File: src/include/drt_map.svh
// Device table address map
`ifndef DRT_MAP_SVH
`define DRT_MAP_SVH

// region select field of a word address
// top byte picks the slave
`define DRT_REGION_OF(a) a[drt_pkg::SEL_MSB:drt_pkg::SEL_LSB]

// word index inside a region
// select field cleared, low bits kept as they are
`define DRT_INDEX_OF(a) ((a) & {{(drt_pkg::ADDR_W - drt_pkg::SEL_LSB){1'b0}}, \
	{drt_pkg::SEL_LSB{1'b1}}})

// both take a plain word address
// the decoder forwards only the index to its slaves
// the host still sees the full address

`endif

File: src/drt_rom.hex
// one 32-bit word per line: header id/version, device count, two reserved,
// then device id, info, memory offset, size
00010001
00000001
00000000
00000000
00000002
00000000
01000000
00000004
File: src/design/drt_pkg.sv
// Device table shared definitions
`default_nettype none

package drt_pkg;

	// bus widths, word addressed
	localparam int DATA_W = 32;
	localparam int ADDR_W = 32;

	// table layout
	localparam int DRT_HEADER_WORDS = 4;
	localparam int DRT_DEV_WORDS = 4;
	localparam int DRT_NUM_DEVICES = 1;
	localparam int DRT_SIZE = DRT_HEADER_WORDS + DRT_NUM_DEVICES * DRT_DEV_WORDS;

	// rom contents, one hex word per line
	localparam string DRT_INIT_FILE = "/design/src/drt_rom.hex";

	// region select bits of the address
	localparam int SEL_MSB = 31;
	localparam int SEL_LSB = 24;
	localparam logic [SEL_MSB-SEL_LSB:0] REGION_DRT = 8'h00;
	localparam logic [SEL_MSB-SEL_LSB:0] REGION_SCRATCH = 8'h01;

	// scratch block
	localparam int SCRATCH_REGS = 4;
	localparam int DOORBELL_IDX = 3;

	// answer for addresses nobody owns
	localparam logic [DATA_W-1:0] UNMAPPED_DATA = 32'hDEAD_BEEF;

	// decoded target of a bus cycle
	typedef enum logic [1:0] {drt, scratch, none} drt_region_t;

endpackage

`default_nettype wire

File: src/design/wb_bus_if.sv
// Wishbone bus interface
`timescale 1ns/1ps
`default_nettype none

interface wb_bus_if;
	import drt_pkg::*;

	// cycle control
	logic cyc;
	logic stb;
	logic we;
	logic [ADDR_W-1:0] adr;
	// data both ways
	logic [DATA_W-1:0] dat_m2s;
	logic [DATA_W-1:0] dat_s2m;
	// slave response
	logic ack;
	logic irq;

	// master side drives the request
	modport master (output cyc, stb, we, adr, dat_m2s, input dat_s2m, ack, irq);

	// slave side answers
	modport slave (input cyc, stb, we, adr, dat_m2s, output dat_s2m, ack, irq);

endinterface

`default_nettype wire

File: src/design/device_rom_table.sv
// Device ROM table slave
`timescale 1ns/1ps
`default_nettype none

module device_rom_table (
	input logic clk,
	input logic rst,
	wb_bus_if.slave bus
);
	import drt_pkg::*;

	// header words then one entry per device
	logic [DATA_W-1:0] rom [DRT_SIZE];
	logic [DATA_W-1:0] rd_word;
	logic in_range;

	initial begin
		$readmemh(DRT_INIT_FILE, rom);
	end

	// anything past the table reads as zero
	assign in_range = (bus.adr < DRT_SIZE);
	assign rd_word = in_range ? rom[bus.adr[$clog2(DRT_SIZE)-1:0]] : '0;

	// table never interrupts
	assign bus.irq = 1'b0;

	// ack handshake
	// raise on cyc and stb, hold while stb stays up
	always_ff @(posedge clk) begin
		if (rst) begin
			bus.ack <= 1'b0;
		end else if (bus.cyc && bus.stb) begin
			bus.ack <= 1'b1;
		end else if (bus.ack && !bus.stb) begin
			// master let go of stb
			bus.ack <= 1'b0;
		end
	end

	// read data
	// writes are acked but change nothing, they return zero
	always_ff @(posedge clk) begin
		if (bus.cyc && bus.stb) begin
			if (bus.we) begin
				bus.dat_s2m <= '0;
			end else begin
				bus.dat_s2m <= rd_word;
			end
		end
	end

endmodule

`default_nettype wire

File: src/design/wb_scratch_regs.sv
// Scratch register block
`timescale 1ns/1ps
`default_nettype none

module wb_scratch_regs (
	input logic clk,
	input logic rst,
	wb_bus_if.slave bus
);
	import drt_pkg::*;

	// four general registers, the last one is the doorbell
	logic [DATA_W-1:0] regs [SCRATCH_REGS];
	logic [$clog2(SCRATCH_REGS)-1:0] idx;
	logic access;
	logic wr;

	// low address bits pick the register
	assign idx = bus.adr[$clog2(SCRATCH_REGS)-1:0];
	assign access = bus.cyc && bus.stb;
	assign wr = access && bus.we;

	// ack handshake
	always_ff @(posedge clk) begin
		if (rst) begin
			bus.ack <= 1'b0;
		end else if (access) begin
			bus.ack <= 1'b1;
		end else if (bus.ack && !bus.stb) begin
			bus.ack <= 1'b0;
		end
	end

	// register file and doorbell interrupt
	always_ff @(posedge clk) begin
		if (rst) begin
			for (int i = 0; i < SCRATCH_REGS; i++) begin
				regs[i] <= '0;
			end
			bus.irq <= 1'b0;
		end else if (wr) begin
			regs[idx] <= bus.dat_m2s;
			// irq follows the doorbell value being written
			// so it is up by the time the ack lands
			if (idx == DOORBELL_IDX) begin
				bus.irq <= |bus.dat_m2s;
			end
		end
	end

	// response data
	// a write echoes the stored value
	always_ff @(posedge clk) begin
		if (access) begin
			if (bus.we) begin
				bus.dat_s2m <= bus.dat_m2s;
			end else begin
				bus.dat_s2m <= regs[idx];
			end
		end
	end

	// other registers never touch irq
	// the write repeats while stb is held, same value

endmodule

`default_nettype wire

File: src/design/wb_addr_decoder.sv
// Wishbone address decoder
`timescale 1ns/1ps
`default_nettype none

`include "drt_map.svh"

module wb_addr_decoder (
	input logic clk,
	input logic rst,
	wb_bus_if.slave m,
	wb_bus_if.master s_drt,
	wb_bus_if.master s_scr
);
	import drt_pkg::*;

	drt_region_t region;
	// ack for cycles that hit no slave
	logic none_ack;

	// region from the top address byte
	always_comb begin
		case (`DRT_REGION_OF(m.adr))
			REGION_DRT: region = drt;
			REGION_SCRATCH: region = scratch;
			default: region = none;
		endcase
	end

	// only the selected slave sees cyc and stb
	assign s_drt.cyc = m.cyc && (region == drt);
	assign s_drt.stb = m.stb && (region == drt);
	assign s_drt.we = m.we;
	assign s_drt.adr = `DRT_INDEX_OF(m.adr);
	assign s_drt.dat_m2s = m.dat_m2s;

	assign s_scr.cyc = m.cyc && (region == scratch);
	assign s_scr.stb = m.stb && (region == scratch);
	assign s_scr.we = m.we;
	assign s_scr.adr = `DRT_INDEX_OF(m.adr);
	assign s_scr.dat_m2s = m.dat_m2s;

	// unmapped space answers like a slave would
	always_ff @(posedge clk) begin
		if (rst) begin
			none_ack <= 1'b0;
		end else if (m.cyc && m.stb && (region == none)) begin
			none_ack <= 1'b1;
		end else if (none_ack && !m.stb) begin
			none_ack <= 1'b0;
		end
	end

	// response mux
	always_comb begin
		case (region)
			drt: begin
				m.dat_s2m = s_drt.dat_s2m;
				m.ack = s_drt.ack;
			end
			scratch: begin
				m.dat_s2m = s_scr.dat_s2m;
				m.ack = s_scr.ack;
			end
			default: begin
				m.dat_s2m = UNMAPPED_DATA;
				m.ack = none_ack;
			end
		endcase
	end

	// doorbell interrupt from the scratch block
	assign m.irq = s_scr.irq;

endmodule

`default_nettype wire

File: src/design/wb_host_master.sv
// Host request bus master
`timescale 1ns/1ps
`default_nettype none

module wb_host_master (
	input logic clk,
	input logic rst,
	input logic req_i,
	input logic we_i,
	input logic [drt_pkg::ADDR_W-1:0] adr_i,
	input logic [drt_pkg::DATA_W-1:0] wdata_i,
	output logic busy_o,
	output logic done_o,
	output logic [drt_pkg::DATA_W-1:0] rdata_o,
	wb_bus_if.master bus
);
	import drt_pkg::*;

	typedef enum logic [1:0] {idle, wait_ack, wait_release} state_t;

	state_t state;
	logic take;

	// new request only accepted when idle
	assign take = (state == idle) && req_i;

	// busy from request edge until the slave drops ack
	assign busy_o = (state != idle);

	// controller
	always_ff @(posedge clk) begin
		if (rst) begin
			state <= idle;
			bus.cyc <= 1'b0;
			bus.stb <= 1'b0;
			done_o <= 1'b0;
			rdata_o <= '0;
		end else begin
			// done is a single cycle pulse
			done_o <= 1'b0;
			case (state)
				idle: begin
					if (req_i) begin
						bus.cyc <= 1'b1;
						bus.stb <= 1'b1;
						state <= wait_ack;
					end
				end
				wait_ack: begin
					// grab the data, end the cycle
					if (bus.ack) begin
						rdata_o <= bus.dat_s2m;
						done_o <= 1'b1;
						bus.cyc <= 1'b0;
						bus.stb <= 1'b0;
						state <= wait_release;
					end
				end
				wait_release: begin
					// slave clears ack one cycle after stb falls
					if (!bus.ack) begin
						state <= idle;
					end
				end
				default: state <= idle;
			endcase
		end
	end

	// request fields held for the whole cycle
	always_ff @(posedge clk) begin
		if (take) begin
			bus.we <= we_i;
			bus.adr <= adr_i;
			bus.dat_m2s <= wdata_i;
		end
	end

endmodule

`default_nettype wire

File: src/design/drt_subsystem_top.sv
// Device table subsystem top
`timescale 1ns/1ps
`default_nettype none

module drt_subsystem_top (
	input logic clk,
	input logic rst,
	input logic req_i,
	input logic we_i,
	input logic [drt_pkg::ADDR_W-1:0] adr_i,
	input logic [drt_pkg::DATA_W-1:0] wdata_i,
	output logic busy_o,
	output logic done_o,
	output logic [drt_pkg::DATA_W-1:0] rdata_o,
	output logic irq_o
);

	// master to decoder
	wb_bus_if m_bus ();
	// decoder to each slave
	wb_bus_if s_drt ();
	wb_bus_if s_scr ();

	wb_host_master i_host_master (
		.clk(clk),
		.rst(rst),
		.req_i(req_i),
		.we_i(we_i),
		.adr_i(adr_i),
		.wdata_i(wdata_i),
		.busy_o(busy_o),
		.done_o(done_o),
		.rdata_o(rdata_o),
		.bus(m_bus)
	);

	wb_addr_decoder i_addr_decoder (.clk(clk), .rst(rst), .m(m_bus), .s_drt(s_drt), .s_scr(s_scr));

	// region 0x00
	device_rom_table i_drt (.clk(clk), .rst(rst), .bus(s_drt));

	// region 0x01
	wb_scratch_regs i_scratch (.clk(clk), .rst(rst), .bus(s_scr));

	// doorbell interrupt out to the host
	assign irq_o = m_bus.irq;

endmodule

`default_nettype wire

File: config.mk
export PLATFORM = sky130hd
export DESIGN_NAME = drt_subsystem_top
export DESIGN_NICKNAME = d
export VERILOG_FILES = /design/src/design/drt_pkg.sv /design/src/design/wb_bus_if.sv /design/src/design/device_rom_table.sv /design/src/design/wb_scratch_regs.sv /design/src/design/wb_addr_decoder.sv /design/src/design/wb_host_master.sv /design/src/design/drt_subsystem_top.sv
export VERILOG_INCLUDE_DIRS = /design/src /design/src/include
export SDC_FILE = /design/constraint.sdc
export NUM_CORES = 1
export LEC_CHECK = 0
export BUFFER_PORTS_ARGS = -buffer_cell sky130_fd_sc_hd__buf_2
export CAP_MARGIN = 15
export CORE_MARGIN = 5
export CORE_UTILIZATION = 63
export DETAILED_ROUTE_END_ITERATION = 12
export PLACE_DENSITY_LB_ADDON = 0.15
export SLEW_MARGIN = 20
export SYNTH_ARGS = -nofsm -noshare
export SYNTH_HDL_FRONTEND = slang
export SYNTH_SLANG_ARGS = --single-unit
File: constraint.sdc
create_clock -name clk -period 9.3 [get_ports clk]
set_clock_uncertainty 0.2 [all_clocks]
set_input_delay 1.86 -clock clk [delete_from_list [all_inputs] [get_ports clk]]
set_output_delay 1.86 -clock clk [all_outputs]
set_load 0.005 [all_outputs]
==> run_results.csv, run 1 <==
group,metric,value,unit
clock_tree,cts_hold_buf,0,
flow_run,maxCapViolCount,0,
grt,antenna_found_initial,0,
worst_setup_path,cp_data_required_time,9.22,ns
layout,areaGrowthSynthToFinish,12.9,%
grt,grt_max_degree,47,
status,status,"complete, no violations",
synth,avgSynthCellArea,15.9,µm²
synth,synth-edff-count,203,
sta,relSlewSlack,34.2,%
grt,grt_pass1_vias,5614,
synth,synth_cell_types,35,
pwr,cellPowerDensity,201,nW/µm²
worst_setup_path,critPathBufInv,3,
clock_tree,cts_resized,0,
sta,fin_setup_tns,0,ns
sta,hold_violations,0,
synth,synth_warnings,0,
routing,first_iter_violations,269,
place,dpl.hpwl,11400,µm
clock_tree,cts_max_path_buffers,3,
clock_tree,clk_pin_slew,0.06,ns
place,placed_cell_area,10500,µm²
pwr,p_leak,4.13,nW
sta,fin_ws,4.64,ns
routing,antenna_left,0,
sta,rsz0062_at_grt,"false",
routing,viasPerCell,5.78,
sta,period_needed,4.66,ns
synth,synthFlopType,"edfxtp_1",
sta,setup_viol,0,
sta,fmax,0.214,GHz
floorplan,core.rowCount,46,
routing,vias,5416,
routing,drt_pass1_iterations,6,
place,pre_cts_slack,4.08,ns
worst_setup_path,cp_top_family,"simple AND/OR/NAND/NOR gates",
worst_setup_path,slowest_stage,"or2_2",
synth,synth_cells,627,
worst_setup_path,crit_chain,"buf_2 > nand2b_1 > nor4_4 > buf_4 > nor3b_4 > buf_4 > or2_2",
routing,drt_wl_total,19600,µm
layout,design_area,11200,µm²
worst_setup_path,worstPathArrival,4.59,ns
floorplan,io_pins,103,
worst_setup_path,critPathLaunchType,"primary input",
place,place_congestion,0.764,
grt,grt_pass1_wl,30800,µm
synth,synth-seq-cells,245,
clock_tree,ctsRootBufferMaster,"clkbuf_16",
layout,n_fill_cell,1018,
synth,syn_nets,695,
worst_setup_path,cp_common_cell,"buf_4",
worst_setup_path,path_class,"primary input to register",
pwr,ir_drop,0.149,mV
sta,report.final.slew_viol_count,0,
worst_setup_path,endpoint_kind,"register",
sta,fin_crit_sh,50.2,%
worst_setup_path,crit_path_max_fanout,42,
clock_tree,cts_inserted_buffers,25,
clock_tree,h-tree-depth,1,
synth,synth_area,9940,µm²
floorplan,initial_utilization,63.5,%
routing,wl_per_cell,21.0,µm
floorplan,dieArea,18400,µm²
layout,layout.nets,771,
grt,track_usage,21.9,%
layout,antenna_cells,0,
routing,drc,0,
clock_tree,post-cts-setup-buffers,0,
worst_setup_path,slowest_delay,0.78,ns
clock_tree,clk_latency,0.50,ns
layout,final_layout_size_suffix_gt1_share,28.7,%
grt,grt-ovfl-total,0,
synth,synth_seq_area_share,69.8,%
floorplan,die-height,136,µm
layout,final_core_util,71.7,%
clock_tree,cts.sinks,245,
synth,async_flop_share,0,%
pwr,power,0.00225,W
floorplan,coreArea,15700,µm²
hold_path,hold_class,"register to register",
sta,worst_pin_slew,0.988,ns
clock_tree,cts_tree,"yes",
place,io_buffer_count,80,
floorplan,fp.dieW,136,µm
## layout make-up
cell class	instances	area (µm²)	area share, %
Inverter	26	97.6	0.870
Clock buffer	37	681	6.07
Timing Repair Buffer	89	468	4.17
Tap cell	216	270	2.41
Multi-Input combinational cell	316	2730	24.3
Sequential cell	245	6940	61.8
Clock inverter	8	37.5	0.335
## power breakdown
part	leakage (nW)	internal [W]	switching, W
sequential	2.36	0.00123	0.0000286
clock	0.355	0.000504	0.000378
combinational	1.42	0.0000583	0.0000555
## sequential cells by signal, indices dropped and copies added, names as in the netlist, named ones only
register                   count
i_host_master.rdata_o         32
i_addr_decoder.none_ack        1
i_scratch.bus.dat_s2m         32
i_host_master.bus.adr         10
i_host_master.bus.dat_m2s     32
i_scratch.bus.ack              1
i_host_master.bus.cyc          1
i_scratch.bus.irq              1
i_host_master.state            2
i_host_master.bus.we           1
i_drt.bus.ack                  1
i_host_master.done_o           1
i_scratch.regs               128
## worst paths after layout
kind                             startpoint                        end  slack, ns  depth (start not counted)
setup / recovery                        rst       i_scratch.regs[0][3]       4.64                          7
hold / removal    i_host_master.rdata_o[18]  i_host_master.rdata_o[18]       0.26                          2
setup reg to reg  i_host_master.bus.adr[29]       i_scratch.regs[0][3]       5.59                          6
hold reg to reg   i_host_master.rdata_o[18]  i_host_master.rdata_o[18]       0.26                          2
## cell families (layout without fill, tap and decap cells)
family,after synthesis,after routing,share of synthesized area (%)
flops,245,245,69.8
compound gates,60,60,3.93
simple gates,187,187,11.9
buf+inv,66,160,2.91
xor+xnor,1,1,0.0881
mux,68,68,11.3
## worst min-delay path: stages, from the launching register on
cell	delay (ns)
dfxtp_1	0.30
inv_1	0.05
a211oi_1	0.05
## placed cells by master (no fill, tap or decap), types with 2 or more instances in the layout
cell	netlist	layout
a211oi_1	22	22
a211oi_2	3	3
a21oi_1	32	32
and2_1	130	129
and3b_1	3	3
buf_2	6	80
buf_4	0	9
clkbuf_1	19	11
clkbuf_16	0	25
clkinv_1	0	2
clkinv_2	0	6
dfxtp_1	42	40
dfxtp_2	0	2
edfxtp_1	203	203
inv_1	26	26
mux2_2	36	36
mux4_2	32	32
nand3_1	9	9
nand4_1	10	10
nor2_1	8	7
nor4_1	11	11
or2_2	5	5
## per-layer routing
metal | vias up | part of all wire [%] | track usage [%]
met2 | 182 | 49 | 36.4
met1 | 2697 | 43 | 31.1
met3 | 32 | 6.2 | 3.34
li1 | 2505 | - | -
met5 | - | 0 | 0
met4 | 0 | 1.7 | 5.43
## stage by stage
step	cells	hold slack [ns]
6_report	937	0.256
3_5_place_dp	892	0.247
4_1_cts	937	0.259
3_3_place_gp	892	0.242
2_1_floorplan	627	0.248
5_1_grt	937	0.278
## synth_stat cells (3+ instances only)
| master | n | area share, % |
|---|---|---|
| edfxtp_1 | 203 | 61 |
| and2_1 | 130 | 8.2 |
| dfxtp_1 | 42 | 8.5 |
| mux2_2 | 36 | 4.1 |
| a21oi_1 | 32 | 1.6 |
| mux4_2 | 32 | 7.3 |
| inv_1 | 26 | 0.98 |
| a211oi_1 | 22 | 1.7 |
| clkbuf_1 | 19 | 0.72 |
| nor4_1 | 11 | 0.69 |
| nand4_1 | 10 | 0.63 |
| clkbuf_2 | 9 | 0.45 |
| nand3_1 | 9 | 0.45 |
| nor2_1 | 8 | 0.30 |
| buf_2 | 6 | 0.30 |
| or2_2 | 5 | 0.31 |
| a211oi_2 | 3 | 0.38 |
| and3b_1 | 3 | 0.26 |
| buf_1 | 3 | 0.11 |
| buf_6 | 3 | 0.34 |
Power figures use the tool's default switching activity.
==> run 2, diff against run 1 <==
--- a/config.mk
+++ b/config.mk
@@ -9,7 +9,7 @@
 export BUFFER_PORTS_ARGS = -buffer_cell sky130_fd_sc_hd__buf_2
 export CAP_MARGIN = 15
 export CORE_MARGIN = 5
-export CORE_UTILIZATION = 63
+export CORE_UTILIZATION = 58
 export DETAILED_ROUTE_END_ITERATION = 12
 export PLACE_DENSITY_LB_ADDON = 0.15
 export SLEW_MARGIN = 20
==> constraint.sdc (replaced) <==
create_clock -name clk -period 4.7 [get_ports clk]
set_clock_uncertainty 0.2 [all_clocks]
set_input_delay 0.94 -clock clk [delete_from_list [all_inputs] [get_ports clk]]
set_output_delay 0.94 -clock clk [all_outputs]
set_load 0.005 [all_outputs]
==> run_results.csv, run 2 (synthesis gave the netlist of run 1 again) <==
group,metric,value,unit
grt,track_usage,19.6,%
place,io_buffer_count,80,
clock_tree,cts.sinks,245,
routing,drt_wl_total,18900,µm
worst_setup_path,worstPathArrival,2.92,ns
floorplan,fp.dieW,141,µm
routing,drt_pass1_iterations,4,
sta,hold-worst-slack,0.251,ns
clock_tree,cts_inserted_buffers,25,
layout,most-common-layout-cells,"edfxtp_1, and2_1, buf_2",
clock_tree,cts_tree,"yes",
routing,antenna_left,0,
routing,vias,5238,
sta,fmax,0.343,GHz
clock_tree,h-tree-depth,1,
worst_setup_path,endpoint_kind,"register",
clock_tree,clk_pin_slew,0.06,ns
floorplan,io_pins,103,
hold_path,worstHoldStart,"i_host_master.rdata_o[30]",
layout,largest_reg_flops,128,
layout,final_layout_size_suffix_gt1_share,29.7,%
sta,fin_setup_tns,0,ns
worst_setup_path,cp_data_required_time,4.70,ns
hold_path,hold_class,"register to register",
floorplan,die-height,141,µm
worst_setup_path,r2r-start,"i_host_master.bus.adr[29]",
sta,setup_viol,0,
layout,layout.nets,775,
hold_path,min_to,"i_host_master.rdata_o[30]",
place,dpl.hpwl,11600,µm
sta,fin_crit_sh,62.0,%
worst_setup_path,r2r_end,"i_scratch.regs[3][5]",
clock_tree,clk_latency,0.51,ns
clock_tree,post-cts-setup-buffers,0,
sta,period_needed,2.91,ns
layout,registers.top_by_ff_count,"i_scratch.regs",
clock_tree,ctsRootBufferMaster,"clkbuf_16",
clock_tree,cts_max_path_buffers,3,
worst_setup_path,path_class,"primary input to register",
grt,grt_max_degree,43,
clock_tree,cts_hold_buf,0,
layout,final_core_util,67.9,%
flow_run,maxCapViolCount,0,
routing,viasPerCell,5.54,
worst_setup_path,r2r_slack,1.80,ns
grt,grt_pass1_vias,5505,
pwr,cellPowerDensity,406,nW/µm²
floorplan,core.rowCount,47,
sta,report.final.slew_viol_count,0,
worst_setup_path,critPathLaunchType,"primary input",
layout,antenna_cells,0,
sta,rsz0062_at_grt,"false",
worst_setup_path,crit_path_max_fanout,42,
pwr,p_leak,4.19,nW
place,place_congestion,0.800,
layout,areaGrowthSynthToFinish,14.0,%
routing,first_iter_violations,356,
routing,drc,0,
worst_setup_path,r2r_cells,3,
floorplan,dieArea,19900,µm²
sta,relSlewSlack,34.8,%
grt,grt_pass1_wl,30400,µm
floorplan,initial_utilization,59.5,%
grt,grt-ovfl-total,0,
layout,layout_commonest_cell,"edfxtp_1",
status,status,"complete, no violations",
grt,antenna_found_initial,0,
sta,worst_pin_slew,0.978,ns
clock_tree,cts_resized,0,
pwr,ir_drop,0.266,mV
floorplan,coreArea,16700,µm²
routing,wl_per_cell,20.0,µm
hold_path,hold_depth,2,
sta,hold_violations,0,
run 2: per-stage QoR:
step | total power (W) | cells | area, µm² | setup slack (ns)
global placement | 0.00277 | 900 | 10500 | 1.30
detailed placement | 0.00277 | 900 | 10500 | 1.28
CTS | 0.00464 | 945 | 11300 | 1.77
floorplan | 0.00267 | 627 | 9940 | 1.03
finish | 0.00460 | 945 | 11300 | 1.79
global route | 0.00476 | 945 | 11300 | 1.68
run 2: worst max-delay path: stages:
cell	delay, ns
buf_2	0.33
nand2b_1	0.34
nor4_4	0.42
nor3b_4	0.28
or2_2	0.34
buf_12	0.24
run 2: worst max path at each step:
stage,start,to,cells after the start
after floorplan,req_i,register,3
after global placement,rst,i_scratch.regs[0][7],6
after detailed placement,rst,i_scratch.regs[0][7],6
after CTS,i_host_master.bus.adr[29],i_scratch.regs[3][24],3
after global routing,rst,i_scratch.regs[1][21],6
final,rst,i_scratch.regs[0][28],6
run 2: layer usage:
| metal | global-route usage (%) | part of all wire [%] | vias up |
|---|---|---|---|
| met2 | 32.3 | 48 | 161 |
| met4 | 5.00 | 1.8 | 0 |
| met1 | 27.5 | 43 | 2553 |
| li1 | - | - | 2498 |
| met3 | 3.45 | 6.8 | 26 |
| met5 | 0 | 0 | - |
run 2: where the power goes:
group / switching, W / internal, W
clock network: 0.000763 / 0.00111
logic: 0.000108 / 0.000119
registers: 0.0000682 / 0.00243
total: 0.000939 / 0.00366
run 2: area by class of cell:
type | instances | area [µm²]
sequential | 245 | 6940
clock buffer | 37 | 721
clock inverter | 8 | 63.8
tap | 220 | 275
inverter | 26 | 97.6
multi-input combinational | 316 | 2730
fill | 1166 | 5370
timing repair buffer | 93 | 510
==> run 3, diff against run 2 <==
--- a/config.mk
+++ b/config.mk
@@ -6,10 +6,11 @@
 export SDC_FILE = /design/constraint.sdc
 export NUM_CORES = 1
 export LEC_CHECK = 0
+export ABC_AREA = 1
 export BUFFER_PORTS_ARGS = -buffer_cell sky130_fd_sc_hd__buf_2
 export CAP_MARGIN = 15
 export CORE_MARGIN = 5
-export CORE_UTILIZATION = 58
+export CORE_UTILIZATION = 59
 export DETAILED_ROUTE_END_ITERATION = 12
 export PLACE_DENSITY_LB_ADDON = 0.15
 export SLEW_MARGIN = 20
==> constraint.sdc (replaced) <==
create_clock -name clk -period 3 [get_ports clk]
set_clock_uncertainty 0.2 [all_clocks]
set_input_delay 0.6 -clock clk [delete_from_list [all_inputs] [get_ports clk]]
set_output_delay 0.6 -clock clk [all_outputs]
set_load 0.005 [all_outputs]
==> run_results.csv, run 3 <==
group,metric,value,unit
floorplan,core.rowCount,47,
synth,netlist_top_cells_area,"edfxtp_1, nor2_1, dfxtp_1",
pwr,combPwrFrac,8.7,%
layout,layout.nets,1063,
synth,synth_seq_area_share,69.0,%
sta,hold_violations,0,
clock_tree,cts_max_path_buffers,3,
floorplan,coreArea,16600,µm²
pwr,power_switching,0.00167,W
layout,multi_input_area,2610,µm²
worst_setup_path,cp_data_required_time,3.19,ns
sta,hold-worst-slack,0.0564,ns
pwr,ir_drop,0.545,mV
layout,areaGrowthSynthToFinish,13.2,%
flow_run,maxCapViolCount,0,
synth,synthFlopType,"edfxtp_1",
place,dpl.hpwl,12800,µm
sta,period_needed,2.29,ns
pwr,p_leak,4.35,nW
grt,grt_max_degree,65,
sta,rsz0062_at_grt,"false",
place,place_congestion,0.804,
synth,synth_top_area_cell,"edfxtp_1",
synth,synth-seq-cells,245,
layout,final_core_util,68.3,%
sta,worst_pin_slew,0.752,ns
hold_path,hold_class,"primary input to register",
synth,yosysMostFrequentCell,"nor2_1",
routing,vias,6855,
clock_tree,h-tree-depth,1,
clock_tree,cts_inserted_buffers,25,
synth,synth_warnings,0,
routing,drt_wl_total,21300,µm
clock_tree,clk_pin_slew,0.06,ns
sta,fmax,0.436,GHz
clock_tree,cts.sinks,245,
clock_tree,clk_latency,0.51,ns
synth,synth_area,10000,µm²
routing,drt_pass1_iterations,5,
floorplan,io_pins,103,
sta,setup_viol,0,
grt,grt_pass1_wl,34900,µm
sta,fin_ws,0.707,ns
floorplan,die-height,141,µm
pwr,p_sw_share,23.0,%
grt,grt-ovfl-total,0,
grt,antenna_found_initial,0,
pwr,power.share.sequential,53.3,%
synth,synth_top_area_share,60.7,%
layout,regArea,6940,µm²
layout,n_fill_cell,1269,
pwr,cellPowerDensity,639,nW/µm²
routing,antenna_left,0,
floorplan,initial_utilization,60.4,%
routing,viasPerCell,5.56,
clock_tree,post-cts-setup-buffers,0,
clock_tree,ctsRootBufferMaster,"clkbuf_16",
worst_setup_path,critPathLaunchType,"register",
pwr,clkPwrFrac,37.9,%
sta,relSlewSlack,49.7,%
synth,synth_cells,920,
routing,drc,0,
layout,layout_commonest_cell,"nor2_1",
grt,grt_pass1_vias,6616,
floorplan,dieArea,19700,µm²
synth,synth_cell_types,26,
worst_setup_path,crit_path_max_fanout,33,
clock_tree,cts_hold_buf,0,
clock_tree,cts_resized,0,
synth,avgSynthCellArea,10.9,µm²
routing,first_iter_violations,489,
clock_tree,cts_tree,"yes",
grt,track_usage,22.1,%
worst_setup_path,endpoint_kind,"register",
routing,wl_per_cell,17.3,µm
layout,largest_reg_flops,128,
worst_setup_path,path_class,"register to register",
sta,fin_crit_sh,76.4,%
layout,most-common-layout-cells,"nor2_1, edfxtp_1, nand2_1",
synth,syn_nets,988,
sta,fin_setup_tns,0,ns
layout,final_layout_size_suffix_gt1_share,15.4,%
sta,report.final.slew_viol_count,0,
status,status,"complete, no violations",
synth,synth-edff-count,203,
pwr,p_int,0.00560,W
place,pre_cts_slack,0.501,ns
synth,async_flop_share,0,%
place,io_buffer_count,80,
worst_setup_path,worstPathArrival,2.48,ns
pwr,power,0.00727,W
synth,synth_common_cells,"nor2_1, edfxtp_1, nand2_1",
layout,registers.top_by_ff_count,"i_scratch.regs",
layout,antenna_cells,0,
floorplan,fp.dieW,141,µm
[run 3: changes by cell type in the layout (fill, tap and decap cells not counted), sizes merged, moves of 7 or more]
cell    delta
buf       +12
o32ai     +32
nand3     +65
nor4       -8
inv       +26
nor2     +234
a21oi      -7
nand2    +105
and2     -130
mux4      -32
a211oi    -25
mux2      -36
o21ai     +73
[run 3: kinds of logic after synthesis]
kind of cell / share of synthesized area (%)
and+or+nand+nor: 18.3
DFF: 69.0
AOI/OAI and AO/OA: 7.67
buffers and inverters: 4.99
[run 3: final cells by class]
cell class | count | share of cell area, %
Tap cell | 220 | 2.42
Multi-Input combinational cell | 565 | 23.0
Clock buffer | 36 | 6.04
Timing Repair Buffer | 105 | 5.50
Inverter | 53 | 1.75
Clock inverter | 8 | 0.297
Sequential cell | 245 | 61.0
[run 3: path summary, 6_finish.rpt]
check	start	end	slack (ns)	depth (start not counted)
hold / removal	wdata_i[21]	i_host_master.bus.dat_m2s[21]	0.06	1
hold reg to reg	i_host_master.rdata_o[7]	i_host_master.rdata_o[7]	0.26	2
setup / recovery	i_host_master.bus.adr[25]	i_host_master.rdata_o[15]	0.71	11
setup reg to reg	i_host_master.bus.adr[25]	i_host_master.rdata_o[15]	0.71	11
[run 3: worst max-delay path, cell delays in order, from the launching register on]
cell and delay [ns]:
edfxtp_1 0.40, inv_2 0.07, nand2_2 0.05, nor2_4 0.12
buf_4 0.33, nand3_1 0.12, nand2_1 0.10, inv_2 0.04
nand2_2 0.09, nand2_2 0.36, nand2_1 0.20, a21oi_1 0.08
[run 3: metrics by stage]
stage | area [µm²] | instances
detailed placement | 10700 | 1188
floorplan | 10000 | 920
CTS | 11400 | 1232
global route | 11400 | 1232
finish | 11400 | 1232
global placement | 10700 | 1188
[run 3: routing by layer]
layer | GRT usage, % | vias to the layer above | share of wire (%)
li1 | - | 3335 | -
met1 | 32.9 | 3228 | 43
met2 | 34.6 | 264 | 46
met3 | 3.61 | 28 | 8.4
met4 | 5.46 | 0 | 1.8
met5 | 0 | - | 0
[run 3: power by group through the flow]
stage	Sequential (W)	Combinational (W)	Clock (W)
6_report	0.00388	0.000635	0.00276
5_1_grt	0.00389	0.000719	0.00297
4_1_cts	0.00388	0.000635	0.00280
3_5_place_dp	0.00395	0.000632	0
3_3_place_gp	0.00394	0.000620	0
2_1_floorplan	0.00394	0.000423	0
